<file path="src/design/sme_cfg.svh">
`ifndef SME_CFG_SVH
`define SME_CFG_SVH

// string and pattern capacity
`define SME_STR_LEN 32
`define SME_PAT_LEN 8

// character and string index widths
`define SME_CHAR_W 8
`define SME_IDX_W 5

// pattern metacharacters
`define SME_DOT 8'h2e
`define SME_CARET 8'h5e
`define SME_DOLLAR 8'h24

// word separator, also used as fill past the end of the string
`define SME_SPACE 8'h20

`endif
</file>
<file path="src/design/smePkg.sv">
`include "sme_cfg.svh"

package smePkg;

    typedef logic [`SME_CHAR_W-1:0] smeChar;

    // string position, also the reported match index
    typedef logic [`SME_IDX_W-1:0] smeIndex;

    // string characters seen from one scan position
    typedef struct packed {
        smeChar [`SME_PAT_LEN-1:0] chars;
        // character just before the scan position
        smeChar prevChar;
        // character just past the pattern core
        smeChar endChar;
        logic atStart;
        logic atEnd;
    } smeWindow;

    // pattern with its anchors stripped off
    typedef struct packed {
        smeChar [`SME_PAT_LEN-1:0] core;
        logic [3:0] coreLen;
        logic anchorStart;
        logic anchorEnd;
    } smePattern;

    typedef enum logic [1:0] {
        loadString,
        loadPattern,
        scan,
        result
    } smeState;

endpackage

</file>
<file path="src/design/smeTop.sv">
`timescale 1ns/10ps
`include "sme_cfg.svh"

module smeTop import smePkg::*;
(
    input  logic    clk,
    input  logic    reset,
    input  smeChar  charData,
    input  logic    isString,
    input  logic    isPattern,
    output logic    valid,
    output logic    match,
    output smeIndex matchIndex
);

    smeWindow window;
    smePattern pattern;
    smeIndex scanIndex;
    logic [`SME_IDX_W:0] strLen;
    logic posMatch;
    logic clearPat;

    charStore charStore_i (
        .clk       (clk),
        .reset     (reset),
        .charData  (charData),
        .isString  (isString),
        .scanIndex (scanIndex),
        .pattern   (pattern),
        .window    (window),
        .strLen    (strLen)
    );

    patternStore patternStore_i (
        .clk       (clk),
        .reset     (reset),
        .charData  (charData),
        .isPattern (isPattern),
        .clearPat  (clearPat),
        .pattern   (pattern)
    );

    windowCompare windowCompare_i (
        .window    (window),
        .pattern   (pattern),
        .posMatch  (posMatch)
    );

    scanControl scanControl_i (
        .clk        (clk),
        .reset      (reset),
        .isString   (isString),
        .isPattern  (isPattern),
        .posMatch   (posMatch),
        .strLen     (strLen),
        .pattern    (pattern),
        .scanIndex  (scanIndex),
        .clearPat   (clearPat),
        .valid      (valid),
        .match      (match),
        .matchIndex (matchIndex)
    );

endmodule

</file>
<file path="src/design/scanControl.sv">
`timescale 1ns/10ps
`include "sme_cfg.svh"

module scanControl import smePkg::*;
(
    input  logic                clk,
    input  logic                reset,
    input  logic                isString,
    input  logic                isPattern,
    input  logic                posMatch,
    input  logic [`SME_IDX_W:0] strLen,
    input  smePattern           pattern,
    output smeIndex             scanIndex,
    output logic                clearPat,
    output logic                valid,
    output logic                match,
    output smeIndex             matchIndex
);

    smeState state;
    smeState nextState;
    logic [`SME_IDX_W:0] coreLenW;
    logic [`SME_IDX_W:0] lastPos;
    logic tooLong;
    logic found;
    logic scanDone;
    logic loadStart;

    assign coreLenW = {2'b00, pattern.coreLen};
    assign tooLong = coreLenW > strLen;
    assign lastPos = strLen - coreLenW;

    // scan ends on the first hit or after the last fitting position
    assign found = posMatch && !tooLong;
    assign scanDone = (state == scan)
                      && (tooLong || found || ({1'b0, scanIndex} == lastPos));
    assign clearPat = scanDone;
    assign loadStart = (state == result) && (isString || isPattern);

    always_comb
    begin
        nextState = state;
        case (state)
            loadString:
            begin
                if (isPattern)
                begin
                    nextState = loadPattern;
                end
            end
            loadPattern:
            begin
                if (!isPattern)
                begin
                    nextState = scan;
                end
            end
            scan:
            begin
                if (scanDone)
                begin
                    nextState = result;
                end
            end
            result:
            begin
                // a new pattern may reuse the stored string
                if (isString)
                begin
                    nextState = loadString;
                end
                else if (isPattern)
                begin
                    nextState = loadPattern;
                end
            end
            default:
            begin
                nextState = loadString;
            end
        endcase
    end

    always_ff @(posedge clk or posedge reset)
    begin
        if (reset)
        begin
            state <= loadString;
            scanIndex <= '0;
            valid <= 1'b0;
            match <= 1'b0;
            matchIndex <= '0;
        end
        else
        begin
            state <= nextState;
            valid <= scanDone;
            if (state == scan)
            begin
                scanIndex <= scanIndex + 1'b1;
            end
            else
            begin
                scanIndex <= '0;
            end
            if (scanDone)
            begin
                match <= found;
                matchIndex <= found ? scanIndex : '0;
            end
            else if (loadStart)
            begin
                match <= 1'b0;
                matchIndex <= '0;
            end
        end
    end

    // the scan has to end before the index wraps
    scanEnds: assert property (@(posedge clk) disable iff (reset)
        (state == scan && scanIndex == '1) |-> scanDone);

    // input must stay quiet until the result is out
    noLoadInScan: assert property (@(posedge clk) disable iff (reset)
        (state == scan) |-> !(isString || isPattern));

endmodule

</file>
<file path="src/design/windowCompare.sv">
`timescale 1ns/10ps
`include "sme_cfg.svh"

module windowCompare import smePkg::*;
(
    input  smeWindow  window,
    input  smePattern pattern,
    output logic      posMatch
);

    logic [`SME_PAT_LEN-1:0] agree;
    logic startOk;
    logic endOk;

    // unused core slots always agree
    always_comb
    begin
        for (int k = 0; k < `SME_PAT_LEN; k++)
        begin
            if (4'(k) >= pattern.coreLen)
            begin
                agree[k] = 1'b1;
            end
            else if (pattern.core[k] == `SME_DOT)
            begin
                agree[k] = 1'b1;
            end
            else
            begin
                agree[k] = (pattern.core[k] == window.chars[k]);
            end
        end
    end

    // ^ needs string start or a space before
    assign startOk = !pattern.anchorStart
                     || window.atStart
                     || (window.prevChar == `SME_SPACE);

    // $ needs string end or a space after the core
    assign endOk = !pattern.anchorEnd
                   || window.atEnd
                   || (window.endChar == `SME_SPACE);

    assign posMatch = (&agree) && startOk && endOk;

endmodule

</file>
<file path="src/design/patternStore.sv">
`timescale 1ns/10ps
`include "sme_cfg.svh"

module patternStore import smePkg::*;
(
    input  logic      clk,
    input  logic      reset,
    input  smeChar    charData,
    input  logic      isPattern,
    input  logic      clearPat,
    output smePattern pattern
);

    logic isPatternQ;
    logic patStart;
    logic patEnd;
    logic [2:0] lastIdx;
    logic trailingDollar;

    assign patStart = isPattern && !isPatternQ;
    assign patEnd = isPatternQ && !isPattern;

    // a $ is only an anchor once we know it was the final character
    assign lastIdx = 3'(pattern.coreLen - 4'd1);
    assign trailingDollar = (pattern.coreLen != 4'd0) && (pattern.core[lastIdx] == `SME_DOLLAR);

    always_ff @(posedge clk or posedge reset)
    begin
        if (reset)
        begin
            isPatternQ <= 1'b0;
            pattern <= '0;
        end
        else
        begin
            isPatternQ <= isPattern;
            if (clearPat)
            begin
                pattern <= '0;
            end
            else if (patStart)
            begin
                pattern <= '0;
                if (charData == `SME_CARET)
                begin
                    pattern.anchorStart <= 1'b1;
                end
                else
                begin
                    pattern.core[0] <= charData;
                    pattern.coreLen <= 4'd1;
                end
            end
            else if (isPattern && pattern.coreLen < 4'(`SME_PAT_LEN))
            begin
                pattern.core[pattern.coreLen[2:0]] <= charData;
                pattern.coreLen <= pattern.coreLen + 4'd1;
            end
            else if (patEnd && trailingDollar)
            begin
                pattern.anchorEnd <= 1'b1;
                pattern.coreLen <= pattern.coreLen - 4'd1;
            end
        end
    end

endmodule

</file>
<file path="src/design/charStore.sv">
`timescale 1ns/10ps
`include "sme_cfg.svh"

module charStore import smePkg::*;
(
    input  logic                 clk,
    input  logic                 reset,
    input  smeChar               charData,
    input  logic                 isString,
    input  smeIndex              scanIndex,
    input  smePattern            pattern,
    output smeWindow             window,
    output logic [`SME_IDX_W:0]  strLen
);

    smeChar mem [`SME_STR_LEN];
    logic isStringQ;
    logic strStart;
    logic [`SME_IDX_W:0] writeCount;
    logic [`SME_IDX_W:0] wrAddr;
    logic [`SME_IDX_W:0] scanPos;
    logic [`SME_IDX_W:0] endPos;

    // first character of a new string goes to slot 0
    assign strStart = isString && !isStringQ;
    assign wrAddr = strStart ? '0 : writeCount;

    always_ff @(posedge clk)
    begin
        if (isString)
        begin
            mem[wrAddr[`SME_IDX_W-1:0]] <= charData;
        end
    end

    always_ff @(posedge clk or posedge reset)
    begin
        if (reset)
        begin
            isStringQ <= 1'b0;
            writeCount <= '0;
            strLen <= '0;
        end
        else
        begin
            isStringQ <= isString;
            if (isString)
            begin
                writeCount <= wrAddr + 1'b1;
            end
            // length is latched on the falling edge of isString
            if (isStringQ && !isString)
            begin
                strLen <= writeCount;
            end
        end
    end

    // out-of-string positions read as space
    function automatic smeChar charAt(input logic [`SME_IDX_W:0] pos);
        if (pos < strLen)
        begin
            return mem[pos[`SME_IDX_W-1:0]];
        end
        return `SME_SPACE;
    endfunction

    assign scanPos = {1'b0, scanIndex};
    assign endPos = scanPos + {2'b00, pattern.coreLen};

    always_comb
    begin
        for (int k = 0; k < `SME_PAT_LEN; k++)
        begin
            window.chars[k] = charAt(scanPos + (`SME_IDX_W+1)'(k));
        end
        window.atStart = (scanIndex == '0);
        window.prevChar = window.atStart ? `SME_SPACE : charAt(scanPos - 1'b1);
        window.atEnd = (endPos == strLen);
        window.endChar = charAt(endPos);
    end

    stringFits: assert property (@(posedge clk) disable iff (reset)
        writeCount <= (`SME_IDX_W+1)'(`SME_STR_LEN));

endmodule

</file>
<file path="config.mk">
export PLATFORM = sky130hd
export DESIGN_NAME = smeTop
export DESIGN_NICKNAME = d
export VERILOG_FILES = /design/src/design/smePkg.sv /design/src/design/smeTop.sv /design/src/design/scanControl.sv /design/src/design/windowCompare.sv /design/src/design/patternStore.sv /design/src/design/charStore.sv
export VERILOG_INCLUDE_DIRS = /design/src /design/src/design
export SDC_FILE = /design/constraint.sdc
export NUM_CORES = 1
export LEC_CHECK = 0
export BUFFER_PORTS_ARGS = -buffer_cell sky130_fd_sc_hd__buf_2
export CAP_MARGIN = 10
export CORE_ASPECT_RATIO = 2
export CORE_MARGIN = 2
export CORE_UTILIZATION = 60
export CTS_BUF_LIST = sky130_fd_sc_hd__clkbuf_16
export DETAILED_ROUTE_END_ITERATION = 7
export PLACE_DENSITY = 0.82
export SLEW_MARGIN = 20
export SYNTH_ARGS = -nofsm -noshare
export SYNTH_HDL_FRONTEND = slang
export SYNTH_SLANG_ARGS = --single-unit
</file>
<file path="constraint.sdc">
create_clock -name clk -period 8.3 [get_ports clk]
set_input_delay 0 -clock clk [delete_from_list [all_inputs] [get_ports clk]]
set_output_delay 0 -clock clk [all_outputs]
set_load 0.05 [all_outputs]
</file>
==> metrics.cfg, run 1 <==
[clock_tree]
clock_sinks = 354
h-tree-depth = 1
root_buffer = clkbuf_16
clockBufferDepth = 3
cts_buffers = 31
cts_setup_buffers = 0

[placement]
hpwl_mm = 110.4
place_congestion = 1.200
portBuffers = 18

[synth]
synth-compound-area-share_pct = 11.83
yosys.area.top_type_share_pct = 25.21
synthMuxAreaShare_pct = 32.28
synth.cell_area_um2 = 30490
synthTopCellsByCount = mux2i_1, mux4_2, edfxtp_1
synth_top_flop_cell = edfxtp_1
async_flop_share_pct = 27.68
ys.warnings.count = 0
yosysSeqAreaShare_pct = 33.25
synth_top_family_by_area = multiplexers
yosys.area_share.adder_pct = 3.086
synth_cell_types = 94
synth_area_per_cell_um2 = 11.34
synth_cells = 2688
synth_area_leaders = edfxtp_1, mux4_2, mux2i_1
yosysMostFrequentCell = mux2i_1
syn_nets = 2774
synth-edff-count = 256
yosys.area.top_type = edfxtp_1
synth-simple-area-share_pct = 13.42
ys_seq_elements = 354
synth_xor_area_share_pct = 1.313

[floorplan]
start_util_pct = 60.90
rows = 116
dieWidth_um = 163.4
die_h_um = 322.8
pin_count = 19

[outcome]
toolErrorMsg = [ERROR GRT-0116] Global routing finished with congestion. Check the congestion regions in the DRC Viewer.
lastStage = global routing (5_1_grt)
status = stopped before the end

[global_routing]
grt_pass1_wl_mm = 236.3
grt_max_degree = 136
grt_pass1_vias = 30309
overflow = 5
grt.total_usage_pct = 63.76

==> routing by layer <==
| layer | overflow | global-route usage, % |
|---|---|---|
| met5 | 0 | 7.008 |
| met4 | 3 | 65.05 |
| met3 | 0 | 40.33 |
| met2 | 2 | 85.93 |
| met1 | 0 | 63.74 |
==> metrics by stage <==
step                utilization [%]  setup WS [ps]  hold WS (ps)  cell area (um2)  instances
floorplan                         -           2326         31.43            30490       2688
detailed placement            61.69           1357         66.69            30890       3213
global placement              61.67           1461         50.10            30880       3213
CTS                           63.91           1356         15.06            32000       3276
==> logic make-up after synthesis <==
kind of cell | count (synthesis)
simple gates | 796
mux | 637
compound gates | 508
flops | 354
buf+inv | 278
fa+ha+maj | 74
xor+xnor | 41
==> timing repair <==
| action | 4_1_cts |
|---|---|
| gates resized for setup | 0 |
| endpoints found under the hold margin | 69 |
| setup endpoints to repair | 0 |
| hold buffers | 7 |
==> run 2: changes to the inputs <==
Settings changed: CORE_ASPECT_RATIO 2 to default, CORE_UTILIZATION 60 to 40, CTS_BUF_LIST sky130_fd_sc_hd__clkbuf_16 to default, PLACE_DENSITY 0.82 to default, PLACE_DENSITY_LB_ADDON from default to 0.15.
==> metrics.cfg, run 2 <==
[placement]
placedInstanceArea_um2 = 31460
portBuffers = 18
place_congestion = 1.052
hpwl_mm = 123.5

[setup_path]
reg2reg_depth = 14
startpoint_type = register
reg2reg_from = scanControl_i.scanIndex[1]
cpMaxStageDelayCell = dfrtp_4
crit_family = compound AO/OA/AOI/OAI gates
required_ps = 8710
r2r_slack_ps = 1370
crit_arrival_ps = 7340
criticalPathCategory = reg2reg
crit_chain = clkinv_1 > ha_4 > buf_12 > buf_12 > mux4_2 > mux4_2 > nand2_1 > a21oi_1 > or4_1 > o41ai_1 > o2111ai_1 > o31ai_4 > buf_12 > a211oi_1
max_stage_delay_ps = 930
cp_num_buf_inv = 4
r2r_end = patternStore_i.pattern[55]
cp_max_fo = 70
cpMostUsedCell = buf_12
end_kind = register

[clock_tree]
clock_sinks = 354
clk_latency_ps = 580
cts_buffers = 39
clockBufferDepth = 3
hold_buffers = 7
h-tree-depth = 2
cts_repair_resize_count = 0
clk_pin_slew_ps = 60
root_buffer = clkbuf_16
cts_tree = yes
cts_setup_buffers = 0

[pwr]
p_per_area_nw_per_um2 = 340.9
ir_drop_v = 0.0002095
p_leak_uw = 0.01099
p_sw_uw = 5531
p_clk_share_pct = 16.0
internal_power_uw = 5661
power_frac_seq_pct = 21.7
combPwrFrac_pct = 62.2
swShare_pct = 49.42

[synth]
syn_nets = 2774
yosys.area.top_type = edfxtp_1
synth_cell_types = 94
ys.warnings.count = 0
synth-edff-count = 256
yosysMostFrequentCell = mux2i_1
synth_cells = 2688
synth_top_flop_cell = edfxtp_1
async_flop_share_pct = 27.68
synth.cell_area_um2 = 30490
yosys.area.top_type_share_pct = 25.21
ys_seq_elements = 354
synth_area_per_cell_um2 = 11.34
synthTopCellsByCount = mux2i_1, mux4_2, edfxtp_1
synth_area_leaders = edfxtp_1, mux4_2, mux2i_1
yosysSeqAreaShare_pct = 33.25

[final_layout]
layout_commonest_cell = mux2i_1
stdcell_area_um2 = 32830
mostFrequentLayoutCells = mux2i_1, mux4_2, edfxtp_1
largest_reg_flops = 256
syn_to_final_growth_pct = 7.657
drive_above_1_share_pct = 20.54
nets = 2720

[floorplan]
die_h_um = 280.1
dieWidth_um = 280.1
rows = 101
start_util_pct = 40.28
pin_count = 19
die_area_um2 = 78460
coreArea_um2 = 75700

[timing]
finalCritPeriodShare_pct = 83.53
fin_worst_skew_ps = 18.48
finalSetupTns_ps = 0
tightest_slew_ps = 1221
hold_viol_final = 0
relSlewSlack_pct = 17.83
rsz0062_at_grt = false
fin_crit_ps = 6933
finalMaxSlewViolations = 0
setup_violations = 0
clock.fmax_mhz = 144.2

[global_routing]
overflow = 0
antenna_found_initial = 7
grt_pass1_wl_mm = 219.3
grt_max_degree = 123
grt_pass1_vias = 25078
grt.total_usage_pct = 40.71

[detailed_routing]
vias_per_cell = 7.485
initialDrtViolationCount = 4525
routed_wl_mm = 161.5
num_vias = 27284
drc = 0
firstDrtPassIters = 6
routedWlPerCell_um = 44.32
antenna_left = 0

[outcome]
status = finished clean

[flow_run]
maxCapViolCount = 0

[min_path]
hold_path_class = in2async

==> run 2: cell counts after synthesis <==
Identical to the previous run, type by type.
==> run 2: power groups by stage <==
stage	clock network, uW	registers [uW]	logic, uW
5_1_grt	1880	2440	7180
2_1_floorplan	0	2210	4460
3_3_place_gp	0	2440	6640
6_report	1790	2430	6960
3_5_place_dp	0	2440	6670
4_1_cts	1820	2410	6700
==> run 2: metal layers <==
| metal | global-route usage, % | wire, um |
|---|---|---|
| met5 | 0 | 91 |
| met4 | 20.65 | 10480 |
| met2 | 58.33 | 67290 |
| met1 | 54.86 | 62930 |
| met3 | 13.41 | 20750 |
==> run 2: worst min-delay path, stage by stage <==
cell and delay, ps:
dlygate4sd3_1 530, buf_2 130, inv_4 370
==> run 2: how the worst max path moves through the flow <==
stage                                     startpoint  slack (ps)  depth (start not counted)                     endpoint
after CTS                 scanControl_i.scanIndex[1]        1550                         13  scanControl_i.matchIndex[4]
after global routing      scanControl_i.scanIndex[1]        1280                         15   patternStore_i.pattern[52]
after floorplan           scanControl_i.scanIndex[0]        2330                         24          scanControl_i.match
after detailed placement  scanControl_i.scanIndex[1]        1570                         13  scanControl_i.matchIndex[2]
final                     scanControl_i.scanIndex[1]        1370                         14   patternStore_i.pattern[55]
after global placement    scanControl_i.scanIndex[1]        1650                         15  scanControl_i.matchIndex[2]
==> run 2: cell families after synthesis <==
kind of cell,Yosys count,share of synthesized area (%)
multiplexers,637,32.28
adder cells (fa/ha/maj),74,3.086
AND/OR/NAND/NOR,796,13.42
flip-flops,354,33.25
buffers and inverters,278,4.809
XOR/XNOR,41,1.313
AO/OA/AOI/OAI,508,11.83
==> run 2: final cells by class <==
class,instances,area [um2]
clock inverter,24,257.7
clock buffer,46,1033
inverter,65,247.7
antenna,4,10.01
fill,6976,42870
sequential,354,10150
timing repair buffer,118,918.4
tap,978,1224
multi-input combinational,2056,18990
==> run 2: stage by stage <==
| step | util [%] | hold slack, ps | total power, uW | worst slack (ps) | std cells |
|---|---|---|---|---|---|
| finish | 43.37 | 4.638 | 11190 | 1367 | 3645 |
| global route | 43.35 | 15.32 | 11510 | 1278 | 3641 |
| CTS | 43.35 | 1.253 | 10930 | 1546 | 3641 |
| detailed placement | 41.56 | 82.93 | 9107 | 1569 | 3564 |
| global placement | 41.55 | 62.35 | 9081 | 1652 | 3563 |
| floorplan | - | 31.43 | 6677 | 2326 | 2688 |
(Power assumes the default switching activity.)
==> run 3: changes to the inputs <==
Clock period 8.3 ns to 6.1 ns, I/O delays scaled along.
==> metrics.cfg, run 3 (synthesis results as in run 2) <==
[timing]
setup_violations = 0
fin_crit_ps = 5704
holdWs_ps = 14.72
fin_worst_skew_ps = 21.84
finalCritPeriodShare_pct = 93.51
finalMaxSlewViolations = 0
relSlewSlack_pct = 14.25
finalSetupTns_ps = 0
hold_viol_final = 0
clock.fmax_mhz = 175.3
rsz0062_at_grt = false
tightest_slew_ps = 1274

[clock_tree]
h-tree-depth = 2
clk_latency_ps = 600
clk_pin_slew_ps = 60
cts_repair_resize_count = 0
cts_buffers = 40
clockBufferDepth = 3
clock_sinks = 354
root_buffer = clkbuf_16
cts_tree = yes

[final_layout]
mostFrequentLayoutCells = mux2i_1, mux4_2, edfxtp_1
nets = 2761
largest_reg_flops = 256
syn_to_final_growth_pct = 9.442
drive_above_1_share_pct = 21.89
layout_commonest_cell = mux2i_1

[pwr]
p_per_area_nw_per_um2 = 462.7
ir_drop_v = 0.0003604
p_leak_uw = 0.01125

[placement]
portBuffers = 18
hpwl_mm = 126.1
place_congestion = 1.083

[detailed_routing]
initialDrtViolationCount = 4672
antenna_left = 0
num_vias = 27467
drc = 3
routedWlPerCell_um = 44.27
vias_per_cell = 7.452
firstDrtPassIters = 8
routed_wl_mm = 163.2

[global_routing]
grt_pass1_vias = 25407
grt_max_degree = 89
grt_pass1_wl_mm = 221.9
grt.total_usage_pct = 41.28
overflow = 0
antenna_found_initial = 13

[setup_path]
end_kind = register
max_stage_delay_ps = 820
startpoint_type = register
cpMaxStageDelayCell = a221oi_1
cp_max_fo = 70
crit_arrival_ps = 6130
crit_chain = buf_4 > nand2b_1 > o22ai_1 > a221oi_1 > mux4_2 > o22ai_1 > nor4_1 > a31oi_1 > a2111oi_2 > o2111ai_1 > buf_4 > buf_4 > o31ai_4 > buf_12 > a211oi_1
required_ps = 6530
cpMostUsedCell = buf_4
criticalPathCategory = reg2reg

[min_path]
hold_path_class = in2reg

[floorplan]
pin_count = 19
die_area_um2 = 78460
die_h_um = 280.1
dieWidth_um = 280.1
coreArea_um2 = 75700
start_util_pct = 40.28
rows = 101

[outcome]
violations = design-rule violations
status = finished, violations left

[flow_run]
maxCapViolCount = 0

-- run 3: cell types whose count changed in the layout (fill, tap and decap cells not counted), sizes merged --
cell / change
clkinvlp: +1
dlygate4sd3: -2
buf: +42
-- run 3: path summary, 6_finish.rpt --
check,endpoint,start,cells past startpoint,slack (ps)
setup / recovery,patternStore_i.pattern[43],scanControl_i.scanIndex[0],15,400
hold / removal,charStore_i.mem[19][0],charData[0],2,10
setup reg to reg,patternStore_i.pattern[43],scanControl_i.scanIndex[0],15,400
hold reg to reg,scanControl_i.match,scanControl_i.match,1,550
max in group asynchronous,patternStore_i.pattern[66],reset,5,4300
min in group asynchronous,scanControl_i.state[1],reset,4,530
-- run 3: timing repair --
item	in CTS	in global routing
buffers inserted	0	0
hold buffers	5	0
endpoints found under the hold margin	42	0
-- run 3: where the power goes --
part	internal, uW	switching [uW]	leakage [uW]
registers	2790	428	0.00363
clock network	1440	1060	0.000647
logic	3670	6060	0.00698
total	7900	7550	0.0113
-- run 3: cell type report --
type,count,area [um2]
repair buffers,158,1379
inverters,65,247.7
clock inverters,25,314.1
fillers,7047,42320
flip-flops and latches,354,10150
clock buffers,46,1033
multi-input cells,2056,19020
well taps,978,1224
diodes,4,10.01
-- run 3: stage by stage --
stage | instances | util (%) | cell area, um2 | setup slack (ps) | power [uW]
after global routing | 3682 | 44.07 | 33360 | 64.87 | 15870
after floorplan | 2688 | - | 30490 | 125.8 | 9085
final | 3686 | 44.09 | 33370 | 396.1 | 15440
after detailed placement | 3606 | 42.22 | 31960 | 469.1 | 12590
after CTS | 3682 | 44.06 | 33350 | 463.3 | 15110
after global placement | 3606 | 42.19 | 31940 | 261.4 | 12540
-- run 3: layer usage --
metal / GRT usage (%) / vias to the layer above / routed length, um
met5: 0 / - / 38
met4: 25.13 / 6 / 12230
met3: 13.12 / 446 / 20100
met2: 58.50 / 2176 / 67660
met1: 54.82 / 14011 / 63150
li1: - / 10828 / -
-- run 3: worst max-delay path: cells and delay by family, from the launching register on --
kind,cells,cell delay [ps]
AND/OR/NAND/NOR,2,760
multiplexers,1,400
AO/OA/AOI/OAI,8,2330
flip-flops,1,550
buffers and inverters,4,1360
